--- config.mk ---
export PLATFORM = sky130hd
export DESIGN_NAME = histTop
export DESIGN_NICKNAME = d
export VERILOG_FILES = /design/src/common/apbPkg.sv /design/src/common/histPkg.sv /design/src/common/binBusIf.sv /design/src/histBuilder/histBuilder.sv /design/src/histBuilder/peakFinder.sv /design/src/rtl/apbRegs.sv /design/src/rtl/histTop.sv /design/src/rtl/sampleFolder.sv
export SDC_FILE = /design/constraint.sdc
export NUM_CORES = 1
export LEC_CHECK = 0
export BUFFER_PORTS_ARGS = -buffer_cell sky130_fd_sc_hd__buf_2
export CORE_ASPECT_RATIO = 0.9
export CORE_MARGIN = 2
export CORE_UTILIZATION = 65
export CTS_CLUSTER_DIAMETER = 150
export DETAILED_ROUTE_END_ITERATION = 7
export PLACE_DENSITY = 0.95
export SLEW_MARGIN = 20
export SYNTH_ARGS = -nofsm -noshare
export SYNTH_HDL_FRONTEND = slang
export SYNTH_SLANG_ARGS = --single-unit
--- constraint.sdc ---
create_clock -name clk -period 9.65 [get_ports clk]
set_input_delay 1.93 -clock clk [delete_from_list [all_inputs] [get_ports clk]]
set_output_delay 1.93 -clock clk [all_outputs]
set_load 0.05 [all_outputs]
--- src/common/apbPkg.sv ---
package apbPkg;

    // byte offset inside the register block
    typedef logic [7:0] apbAddrT;

    // samples collected per pass
    typedef logic [11:0] nSampT;

    // register map
    localparam apbAddrT REG_CTRL   = 8'h00;
    localparam apbAddrT REG_NSAMP  = 8'h04;
    localparam apbAddrT REG_STATUS = 8'h08;
    localparam apbAddrT REG_COARSE = 8'h0C;
    localparam apbAddrT REG_FINE   = 8'h10;
    localparam apbAddrT REG_RESULT = 8'h14;

    // pass length out of reset
    localparam nSampT nSampReset = 12'd64;

    // STATUS bits, busy in bit0
    typedef struct packed {
        logic done;
        logic busy;
    } statusT;

endpackage

--- src/common/histPkg.sv ---
package histPkg;

    // raw time-of-flight code from the TDC
    typedef logic [9:0] tsT;

    // index into either 16-bin histogram
    typedef logic [3:0] binT;

    // hits in one bin
    typedef logic [7:0] countT;

    // pass sequencing
    // builder state, also the tag on each folded event
    typedef enum logic [2:0] {
        PH_IDLE,
        PH_COARSE,
        PH_SCAN_C,
        PH_FINE,
        PH_SCAN_F,
        PH_DONE
    } phaseT;

    // coarse bin = top four code bits
    localparam int coarseShift = 6;
    // fine window width in codes
    localparam int winSpan = 128;
    // 8-code fine bins
    localparam int fineShift = 3;
    // window opens this far below the coarse bin edge
    localparam int winLead = 32;
    // highest base that keeps the window inside the code range
    localparam int winMaxBase = 896;
    // middle of a fine bin
    localparam int fineHalf = 4;

endpackage

--- src/common/binBusIf.sv ---
interface binBusIf import histPkg::*; ();

    // one folded sample per cycle at most
    logic binValid;
    // coarse events always binned, fine only inside the window
    logic inWindow;
    binT binAddr;
    // pass the event belongs to
    phaseT phase;
    // builder still wants samples in this pass
    logic ready;

    modport folder (
        output binValid,
        output inWindow,
        output binAddr,
        output phase,
        input  ready
    );

    modport builder (
        input  binValid,
        input  inWindow,
        input  binAddr,
        input  phase,
        output ready
    );

endinterface

--- src/histBuilder/histBuilder.sv ---
module histBuilder import histPkg::*, apbPkg::*; #(
    parameter int countWidth = 8
) (
    input  logic     clk,
    input  logic     rst,
    input  logic     start,
    input  nSampT    nSamp,
    binBusIf.builder bus,
    input  binT      scanAddr,
    output countT    scanCount,
    input  logic     peakValid,
    output phaseT    phase
);

    // counters stop here
    localparam countT countMax = countT'((1 << countWidth) - 1);

    countT hist [16];
    // events absorbed in this pass
    nSampT absorbed;
    logic acquiring;
    logic lastHit;
    logic clearHist;
    logic [12:0] inFlight;

    assign acquiring = (phase == PH_COARSE) || (phase == PH_FINE);

    // absorbed plus the one still sitting in the folder register
    assign inFlight = {1'b0, absorbed} + 13'(bus.binValid);
    // drops right after the Nth handshake
    assign bus.ready = acquiring && (inFlight < {1'b0, nSamp});

    // Nth event of the pass arriving now
    assign lastHit = bus.binValid && (({1'b0, absorbed} + 13'd1) == {1'b0, nSamp});

    // fresh histogram at run start and before the fine pass
    assign clearHist = (start && (phase == PH_IDLE || phase == PH_DONE)) ||
                       (peakValid && phase == PH_SCAN_C);

    always_ff @(posedge clk) begin
        if (rst) begin
            phase <= PH_IDLE;
            absorbed <= '0;
        end else begin
            case (phase)
                PH_IDLE, PH_DONE: begin
                    // start while busy never reaches here
                    if (start) begin
                        phase <= PH_COARSE;
                        absorbed <= '0;
                    end
                end
                PH_COARSE, PH_FINE: begin
                    // out-of-window fine samples still count toward N
                    if (bus.binValid) begin
                        absorbed <= absorbed + 1'b1;
                    end
                    if (lastHit && phase == PH_COARSE) begin
                        phase <= PH_SCAN_C;
                    end else if (lastHit) begin
                        phase <= PH_SCAN_F;
                    end
                end
                PH_SCAN_C: begin
                    // fine pass opens the cycle after the coarse peak
                    if (peakValid) begin
                        phase <= PH_FINE;
                        absorbed <= '0;
                    end
                end
                PH_SCAN_F: begin
                    if (peakValid) begin
                        phase <= PH_DONE;
                    end
                end
                default: begin
                    phase <= PH_IDLE;
                end
            endcase
        end
    end

    // read and write of a bin share one cycle
    // so back-to-back hits see the count just written
    always_ff @(posedge clk) begin
        if (clearHist) begin
            for (int i = 0; i < 16; i++) begin
                hist[i] <= '0;
            end
        end else if (bus.binValid && bus.inWindow && hist[bus.binAddr] != countMax) begin
            hist[bus.binAddr] <= hist[bus.binAddr] + 1'b1;
        end
    end

    // scan port for the peak finder
    assign scanCount = hist[scanAddr];

    // a full bin keeps its count
    assert property (@(posedge clk) disable iff (rst)
        (bus.binValid && bus.inWindow && !clearHist && hist[bus.binAddr] == countMax)
        |=> hist[$past(bus.binAddr)] == countMax);

    // no samples taken while scanning, idle or done
    assert property (@(posedge clk) disable iff (rst) !acquiring |-> !bus.ready);

    // folder's pass tag tracks our state
    assert property (@(posedge clk) disable iff (rst)
        bus.binValid |-> acquiring && (bus.phase == phase));

endmodule

--- src/histBuilder/peakFinder.sv ---
module peakFinder import histPkg::*; #(
    parameter int countWidth = 8
) (
    input  logic  clk,
    input  logic  rst,
    input  phaseT phase,
    output binT   scanAddr,
    input  countT scanCount,
    output logic  peakValid,
    output binT   peakBin,
    output countT peakCount
);

    // phase one cycle back, for edge detect
    phaseT phaseQ;
    logic scanning;
    logic scanEntry;
    logic better;
    // running maximum
    logic [countWidth-1:0] best;

    // first cycle in either scan state
    assign scanEntry = (phase == PH_SCAN_C || phase == PH_SCAN_F) && (phase != phaseQ);

    // bin 0 seeds the max
    // strict compare so ties stay on the lowest bin
    assign better = (scanAddr == '0) || (scanCount[countWidth-1:0] > best);

    assign peakCount = countT'(best);

    always_ff @(posedge clk) begin
        if (rst) begin
            phaseQ <= PH_IDLE;
            scanning <= 1'b0;
            scanAddr <= '0;
            peakValid <= 1'b0;
            peakBin <= '0;
            best <= '0;
        end else begin
            phaseQ <= phase;
            peakValid <= 1'b0;
            if (scanEntry) begin
                scanning <= 1'b1;
                scanAddr <= '0;
            end else if (scanning) begin
                if (better) begin
                    best <= scanCount[countWidth-1:0];
                    peakBin <= scanAddr;
                end
                // 16 reads, then report
                if (scanAddr == 4'd15) begin
                    scanning <= 1'b0;
                    peakValid <= 1'b1;
                end else begin
                    scanAddr <= scanAddr + 1'b1;
                end
            end
        end
    end

    // single-cycle report
    assert property (@(posedge clk) disable iff (rst) peakValid |=> !peakValid);

    // builder still waiting in a scan state when the peak lands
    assert property (@(posedge clk) disable iff (rst)
        peakValid |-> (phase == PH_SCAN_C || phase == PH_SCAN_F));

endmodule

--- src/rtl/apbRegs.sv ---
module apbRegs import histPkg::*, apbPkg::*; #(
    parameter int countWidth = 8
) (
    input  logic        clk,
    input  logic        rst,
    input  logic        psel,
    input  logic        penable,
    input  logic        pwrite,
    input  apbAddrT     paddr,
    input  logic [31:0] pwdata,
    output logic [31:0] prdata,
    output logic        pslverr,
    input  phaseT       phase,
    input  logic        peakValid,
    input  binT         peakBin,
    input  countT       peakCount,
    input  tsT          winBase,
    output logic        start,
    output nSampT       nSamp
);

    statusT status;
    logic access;
    logic wrEn;
    logic mapped;
    logic busy;
    logic doneFlag;
    logic coarsePeak;
    logic finePeak;
    binT coarseBin;
    countT coarseCount;
    binT fineBin;
    countT fineCount;
    tsT fineBase;
    tsT estimate;
    tsT estNext;

    // zero wait states, access phase completes the transfer
    assign access = psel && penable;
    assign wrEn = access && pwrite;

    // pending start pulse counts as busy
    assign busy = start || !(phase == PH_IDLE || phase == PH_DONE);
    assign status = {doneFlag, busy};

    // which peak this is follows from the phase
    assign coarsePeak = peakValid && (phase == PH_SCAN_C);
    assign finePeak = peakValid && (phase == PH_SCAN_F);

    // centre of the fine peak bin
    assign estNext = winBase + (tsT'(peakBin) << fineShift) + tsT'(fineHalf);

    always_ff @(posedge clk) begin
        if (rst) begin
            start <= 1'b0;
            nSamp <= nSampReset;
            doneFlag <= 1'b0;
            coarseBin <= '0;
            coarseCount <= '0;
            fineBin <= '0;
            fineCount <= '0;
            fineBase <= '0;
            estimate <= '0;
        end else begin
            start <= 1'b0;
            if (wrEn && paddr == REG_NSAMP) begin
                nSamp <= pwdata[11:0];
            end
            // start also wipes the previous run's results
            if (wrEn && paddr == REG_CTRL && pwdata[0] && !busy) begin
                start <= 1'b1;
                doneFlag <= 1'b0;
                coarseBin <= '0;
                coarseCount <= '0;
                fineBin <= '0;
                fineCount <= '0;
                fineBase <= '0;
                estimate <= '0;
            end else if (coarsePeak) begin
                coarseBin <= peakBin;
                coarseCount <= peakCount;
            end else if (finePeak) begin
                fineBin <= peakBin;
                fineCount <= peakCount;
                fineBase <= winBase;
                estimate <= estNext;
                doneFlag <= 1'b1;
            end
        end
    end

    // read mux, unknown offsets read zero and flag an error
    always_comb begin
        mapped = 1'b1;
        prdata = '0;
        case (paddr)
            REG_CTRL: begin
                prdata[0] = busy;
            end
            REG_NSAMP: begin
                prdata[11:0] = nSamp;
            end
            REG_STATUS: begin
                prdata[1:0] = status;
            end
            REG_COARSE: begin
                prdata[3:0] = coarseBin;
                prdata[8 +: countWidth] = coarseCount[countWidth-1:0];
            end
            REG_FINE: begin
                prdata[3:0] = fineBin;
                prdata[8 +: countWidth] = fineCount[countWidth-1:0];
                prdata[25:16] = fineBase;
            end
            REG_RESULT: begin
                prdata[9:0] = estimate;
            end
            default: begin
                mapped = 1'b0;
            end
        endcase
    end

    assign pslverr = access && !mapped;

    // done only once the builder has left the run
    assert property (@(posedge clk) disable iff (rst) !(doneFlag && busy));

endmodule

--- src/rtl/histTop.sv ---
module histTop import histPkg::*, apbPkg::*; #(
    parameter int countWidth = 8
) (
    input  logic        clk,
    input  logic        rst,
    input  logic        sampleValid,
    input  tsT          sampleData,
    output logic        sampleReady,
    input  logic        psel,
    input  logic        penable,
    input  logic        pwrite,
    input  apbAddrT     paddr,
    input  logic [31:0] pwdata,
    output logic [31:0] prdata,
    output logic        pslverr
);

    // folded events, folder to builder
    binBusIf binBus ();

    phaseT phase;
    // scan read port
    binT scanAddr;
    countT scanCount;
    // peak report, read by folder, builder and registers
    logic peakValid;
    binT peakBin;
    countT peakCount;
    tsT winBase;
    // control from software
    logic start;
    nSampT nSamp;

    // back-pressure comes straight from the builder
    assign sampleReady = binBus.ready;

    sampleFolder folderU0 (
        .clk(clk),
        .rst(rst),
        .sampleValid(sampleValid),
        .sampleData(sampleData),
        .peakValid(peakValid),
        .peakBin(peakBin),
        .winBase(winBase),
        .bus(binBus.folder)
    );

    histBuilder #(.countWidth(countWidth)) builderU0 (
        .clk(clk),
        .rst(rst),
        .start(start),
        .nSamp(nSamp),
        .bus(binBus.builder),
        .scanAddr(scanAddr),
        .scanCount(scanCount),
        .peakValid(peakValid),
        .phase(phase)
    );

    peakFinder #(.countWidth(countWidth)) finderU0 (
        .clk(clk),
        .rst(rst),
        .phase(phase),
        .scanAddr(scanAddr),
        .scanCount(scanCount),
        .peakValid(peakValid),
        .peakBin(peakBin),
        .peakCount(peakCount)
    );

    apbRegs #(.countWidth(countWidth)) regsU0 (
        .clk(clk),
        .rst(rst),
        .psel(psel),
        .penable(penable),
        .pwrite(pwrite),
        .paddr(paddr),
        .pwdata(pwdata),
        .prdata(prdata),
        .pslverr(pslverr),
        .phase(phase),
        .peakValid(peakValid),
        .peakBin(peakBin),
        .peakCount(peakCount),
        .winBase(winBase),
        .start(start),
        .nSamp(nSamp)
    );

endmodule

--- src/rtl/sampleFolder.sv ---
module sampleFolder import histPkg::*; (
    input  logic    clk,
    input  logic    rst,
    input  logic    sampleValid,
    input  tsT      sampleData,
    input  logic    peakValid,
    input  binT     peakBin,
    output tsT      winBase,
    binBusIf.folder bus
);

    // pass that the next accepted sample belongs to
    phaseT passPhase;
    logic accept;
    tsT coarseEdge;
    tsT baseNext;
    tsT offset;
    logic fineHit;

    // handshake on the sample port
    assign accept = sampleValid && bus.ready;

    // lower edge of the coarse peak bin
    assign coarseEdge = tsT'(peakBin) << coarseShift;

    // pull the window below the edge, clamp to the code range
    always_comb begin
        if (coarseEdge < tsT'(winLead)) begin
            baseNext = '0;
        end else if (coarseEdge - tsT'(winLead) > tsT'(winMaxBase)) begin
            baseNext = tsT'(winMaxBase);
        end else begin
            baseNext = coarseEdge - tsT'(winLead);
        end
    end

    // offset into the window, wraps for codes below the base
    assign offset = sampleData - winBase;
    assign fineHit = (sampleData >= winBase) && (offset < tsT'(winSpan));

    always_ff @(posedge clk) begin
        if (rst) begin
            bus.binValid <= 1'b0;
            bus.phase <= PH_IDLE;
            passPhase <= PH_COARSE;
            winBase <= '0;
        end else begin
            bus.binValid <= accept;
            if (accept) begin
                bus.phase <= passPhase;
            end
            // first peak of a run is the coarse one, second the fine one
            if (peakValid) begin
                if (passPhase == PH_COARSE) begin
                    winBase <= baseNext;
                    passPhase <= PH_FINE;
                end else begin
                    passPhase <= PH_COARSE;
                end
            end
        end
    end

    // event payload, qualified by binValid
    always_ff @(posedge clk) begin
        if (accept) begin
            if (passPhase == PH_COARSE) begin
                bus.binAddr <= binT'(sampleData >> coarseShift);
                bus.inWindow <= 1'b1;
            end else begin
                bus.binAddr <= binT'(offset >> fineShift);
                bus.inWindow <= fineHit;
            end
        end
    end

    // every bin event comes from a handshake one cycle before
    assert property (@(posedge clk) disable iff (rst) bus.binValid |-> $past(accept));

endmodule

Word level (Yosys, flattened, before mapping)
Memories as Yosys holds them, arrays and structs flattened. A register that Yosys moved wholly into a read port is not among the register bits.
Cells that the tools add are included.

storage, ports and cells
  register bits after elaboration = 113
  memory bits (writable) = 128
  input bits = 56
  output and inout port bits = 34
  logic and storage cells = 146
  memories = 1

cells by class
  add/sub/neg operators = 9
  order comparisons = 6
  equal/unequal tests = 20
  mux-type cells = 39
  bitwise gates (word level) = 4
  reduce and logical (&&, ||, !) cells = 45

memories
  memory          words  bits a word  read ports  clocked after memory_dff  wr ports  RTL line           RTL
  builderU0.hist  16     8            2           2                         16        histBuilder.sv:18  countT hist [16];

operators by type and width
  operator                                                               number
  12-bit two-way mux                                                     3
  12-bit one-hot mux with 3 select lines                                 1
  10-bit two-way mux                                                     3
  4-bit two-way mux                                                      5
  1-bit logical AND                                                      18
  8-bit by 4-bit == test with 1-bit output, second input constant        2
  8-bit by 5-bit == test with 1-bit output, second input constant        2
  2-bit one-hot mux with 4 select lines                                  2
  4-bit one-hot mux with 2 select lines                                  2
  3-bit two-way mux                                                      5
  12-bit by 1-bit adder with 13-bit output                               1
  12-bit by 1-bit adder with 13-bit output, second input constant        1
  13-bit by 12-bit == test with 1-bit output                             1
  13-bit by 12-bit < comparator with 1-bit output                        1
  12-bit by 1-bit adder with 12-bit output, second input constant        1
  1-bit two-way mux                                                      12
  3-bit one-hot mux with 4 select lines                                  1
  10-bit by 3-bit adder with 10-bit output, second input constant        1
  10-bit by 7-bit adder with 10-bit output                               1
  10-bit greater-or-equal comparator                                     1
  10-bit > comparator, second input constant                             1
  10-bit by 6-bit < comparator with 1-bit output, second input constant  1
  10-bit by 8-bit < comparator with 1-bit output, second input constant  1
  1-bit one-hot mux with 5 select lines                                  2
  other kinds (32)                                                       54

Depth between registers and ports, before layout
  depth after elaboration = 8
  depth in mapped cells = 14
  gate-level depth less buffers = 13

Cells and area by module
From an unflattened synthesis, not the netlist that was laid out.

second synthesis, totals
  cells, all modules = 1244
  area, all modules = 13312.8 um^2

by module, submodules not included
  module        instances  cells each  area an instance (um^2)  seq. area each (um^2)
  histBuilder   1          676         8443.1                   4144.0
  apbRegs       1          355         2879.0                   1121.1
  peakFinder    1          120         1139.8                   420.4
  sampleFolder  1          93          850.8                    330.3

Worst setup path before layout
No wires, ideal clock.

  path type = input -> output
  start = in paddr[3]
  end = out prdata[10]
  arrival = 3854 ps
  data required time = 7720 ps
  setup slack = 3866 ps
  cell stages on the path = 6
  buffers on the path = 2
  cell sequence = clkbuf_1 -> nand3b_1 -> nor4_1 -> clkbuf_1 -> nand2_1 -> o21ai_0

on the way
  longest elaborated chain between the ends = 2
  elaborated cells on any way between the ends = 4
  classes of those cells = 3 x eq/ne; 1 x mux

ends and longest elaborated chain
  what                                                                    RTL line       RTL
  start: declaration                                                      histTop.sv:12  input apbAddrT paddr,
  8-bit by 5-bit == test with 1-bit output, or another cell as far along  apbRegs.sv:96  case (paddr)
  2-bit one-hot mux with 3 select lines (*)                               apbRegs.sv:96
  end: declaration                                                        histTop.sv:14  output logic [31:0] prdata,

Mark *: on every way between the ends. The rest lies on a longest branch, timed or not.

Final worst setup path
  start = in paddr[3]
  end = out prdata[9]

on the way
  longest elaborated chain between the ends = 2
  elaborated cells on any way between the ends = 5
  classes of those cells = 4 x eq/ne; 1 x mux

ends and longest elaborated chain
  what                                                                    RTL line
  8-bit by 5-bit == test with 1-bit output, or another cell as far along  apbRegs.sv:96
  2-bit one-hot mux with 4 select lines (*)                               apbRegs.sv:96

Marks and branches as above.

==> metrics.md <==
| Metric | Value |
|---|---|
| Synthesized area per cell | 10.7 sq um |
| Initial Utilization | 66.3% |
| EDFF count, synth | 133 |
| Cell Area, Placed | 13000 sq um |
| Worst hold path type | flip-flop to flip-flop |
| Total Routing Usage GR | 35.1% |
| Post-cts resize count | 0 |
| Tightest Pin Transition | 1.24 ns |
| Finished Cell Area | 13800 sq um |
| GRT met2 Usage | a little under three fifths |
| Pre-CTS setup slack | 4.00 ns |
| PnR worst setup slack | 3.89 ns |
| CTS tree | yes |
| Tcrit/Tclk final | around three fifths |
| Via count of the routed design | 10300 |
| HP Start | regsU0.fineBase[8]$_SDFFE_PP0P_ |
| Post-DP HPWL | approximately 22 mm |
| Via/cell ratio | 7.01 |
| Layout cells sized above 1 | 17.4% |
| Chip Width | 152 um |
| Minimum clock period | 5.76 ns |
| WHS | 0.454 ns |
| Outcome | finished, final reports clean |
| Nets | between 1000 and 1500 |
| Grt peak-use layer | met2 |
| Global Route met3 Usage | 8.50% |
| Cell Area, Synth | 12700 sq um |
| CP arrival | 3.83 ns |
| Core Util, Final | 71.7% |
| First-pass GRT wire length | 55.4 mm |
| Reg2reg path depth | 8 |
| Slew HR | 17.1% |
| Crit path max fanout | 18 |
| FF+latch area | 5980 sq um |
| Post-synthesis sequential area ratio | 46.9% |
| Synth Register Bits | 232 |
| # setup viols final | 0 |
| Largest net degree at the start of global routing | 54 |
| WHS Endpoint | regsU0.fineBase[8]$_SDFFE_PP0P_ |
| Io pins | 90 |
| Placed cells | 1424 |
| Main flop type after synthesis | edfxtp_1 |
| Fin. max-slew vios | 0 |
| Setup bufs post-CTS | 0 |
| Post-cts hold buffer count | 0 |
| Drt drc | 0 |
| Clock sink total | 232 |
| Gr ovfl total | 0 |
| Post-synth cell types | 67 |
| Max Root-Sink Buffers | 3 |
| H-Tree Level Count | 1 |
| Clk pin slew, worst setup/hold paths | 0.06 ns |
| R2R setup slack | 4.52 ns |
| Final hold violation count | 0 |
| 1st-iter DRT viols | 1471 |
| Multi-input logic area | 6160 sq um |
| GP Congestion | 0.938 |
| Hold path depth | 2 |
| Die area | 20800 sq um |
| CP Launch Point | paddr[3] |
| Leakage | 4.41 nW |
| Worst Path Required | just under 8 ns |
| Chip height | 137 um |
| Pwr Density | approximately 150 nW/um^2 |
| GRT met1 Usage | 44.9% |
| Total number of yosys warnings | 0 |
| Cts bufs inserted | 24 |
| RSZ-0062 raised after global routing | no |
| Post-synth ARST share | 0% |
| CP Capture Type | primary output |
| Clock skew | 0.0120 ns |
| CP Launch Type | input port |
| Setup CP Type | input port to primary output |
| DRT antenna net count | 0 |
| Fillers | 1163 |
| Area of the core | 19200 sq um |
| Max cap viols | 0 |
| Post-route setup TNS | 0 ns |
| Reg2reg end | builderU0.hist[13][3]$_SDFFCE_PN0P_ |
| Tot Pwr | 2.01 mW |
| Antenna violations before repair | 1 |
| DR WL/cell | 24.5 um |
| CTS root buf | clkbuf_16 |
| Area Growth Syn to Fin | 8.05% |
| Mapped Cells | 1193 |
| Vias in the first global route | 10100 |
| Port Buf Inserts | 55 |
| Max Freq | approximately 170 MHz |
| Clk_lat worst skew | 0.53 ns |
| Final Non-Filler Cells | 1468 |
| Rows | 48 |
| VDD IR-drop max | 0.125 mV |
| Total Routed Length | 35.9 mm |
| TritonRoute pass-1 iters | 6 |
[power by group]
| part | leakage, nW | switching [mW] | internal (mW) |
|---|---|---|---|
| clock network | 0.372 | 0.402 | 0.535 |
| logic | 2.23 | 0.0258 | 0.00885 |
| registers | 1.80 | 0.000106 | 1.03 |
| total | 4.41 | 0.428 | 1.58 |
[layer usage]
metal | share of wire (%) | routed length, um
met2 | 46 | 16500
met1 | 34 | 12300
met4 | 6.6 | 2360
met5 | 0 | 0
met3 | 13 | 4800
[state kept, by name, summed over array words and instances (netlist names), 5 cells and up, named ones only]
register,cells
regsU0.fineBase,5
builderU0.absorbed,12
regsU0.coarseCount,8
regsU0.estimate,8
finderU0.peakCount,8
regsU0.nSamp,12
builderU0.hist,128
folderU0.winBase,5
regsU0.fineCount,8
[kinds of logic after synthesis]
group           Yosys count  share of synthesized area (%)
compound gates          178                           8.33
xor+xnor                 42                           2.94
fa+ha+maj                36                           3.65
buf+inv                 141                           5.37
flops                   232                           46.9
mux                     112                           16.0
other cells               1                         0.0294
simple gates            451                           16.8
[worst max-delay path, stage by stage]
cell	delay [ns]
buf_2	0.24
nand3b_1	0.32
nor4_4	0.64
a22oi_1	0.24
o21ai_0	0.15
buf_2	0.31
[worst max path at each step]
stage	endpoint	cells past startpoint
global route	prdata[9]	6
floorplan	prdata[10]	6
global placement	prdata[9]	6
finish	prdata[9]	6
CTS	prdata[9]	6
detailed placement	prdata[7]	6
[cells in the final DEF (no fill, tap or decap), drive strengths merged, types with 4 or more instances in the layout]
cell and instances:
nor2 146, edfxtp 133, nand2 123, dfxtp 99, a21oi 83, mux4 72, buf 72, nor3 61
o21ai 41, inv 40, ha 34, clkbuf 32, mux2i 29, nand3 29, xnor2 28, nor2b 17
xor2 14, or3 12, mux2 11, conb 11, nand4 11, nand2b 9, and2 9, a22oi 7
clkinv 7, o211ai 6, or2 6, a31oi 6, and3 4, a32o 4, a22o 4, a211oi 4
nor4 4, nor3b 4, nand4b 4
[cell type report]
class | count | area share [%]
multi-input cells | 830 | 44.7
clock inverters | 10 | 0.736
flip-flops and latches | 232 | 43.4
repair buffers | 72 | 2.92
clock buffers | 32 | 4.81
well taps | 250 | 2.27
inverters | 40 | 1.09
diodes | 2 | 0.0363
[synthesized netlist by cell type, drive strengths merged, types with 3 or more instances]
| cell | number | area, sq um |
|---|---|---|
| and2 | 9 | 56.3 |
| a32o | 4 | 40.0 |
| xnor2 | 28 | 253 |
| a21oi | 83 | 415 |
| nand4 | 11 | 83.8 |
| nor4 | 4 | 25.0 |
| and3 | 4 | 25.0 |
| o21a | 3 | 22.5 |
| a22oi | 7 | 62.6 |
| clkbuf | 57 | 214 |
| a21o | 3 | 22.5 |
| mux2i | 29 | 290 |
| a2111oi | 3 | 26.3 |
| o21ai | 41 | 205 |
| nand3b | 3 | 22.5 |
| nor3 | 61 | 305 |
| or3b | 3 | 26.3 |
| ha | 34 | 425 |
| inv | 40 | 150 |
| nor3b | 4 | 30.0 |
| buf | 44 | 320 |
| mux4 | 72 | 1630 |
| edfxtp | 133 | 3990 |
| o211ai | 6 | 45.0 |
| nor2 | 146 | 548 |
| nand2b | 9 | 56.3 |
| mux2 | 11 | 124 |
| nand4b | 4 | 65.1 |
| a22o | 4 | 35.0 |
| or2 | 6 | 37.5 |
| xor2 | 14 | 123 |
| a211oi | 4 | 30.0 |
| a31oi | 6 | 37.5 |
| or3 | 12 | 75.1 |
| dfxtp | 99 | 1980 |
| nand3 | 29 | 163 |
| nand2 | 123 | 462 |
| nor2b | 17 | 106 |
No activity file was read; power rests on OpenSTA's default activity.
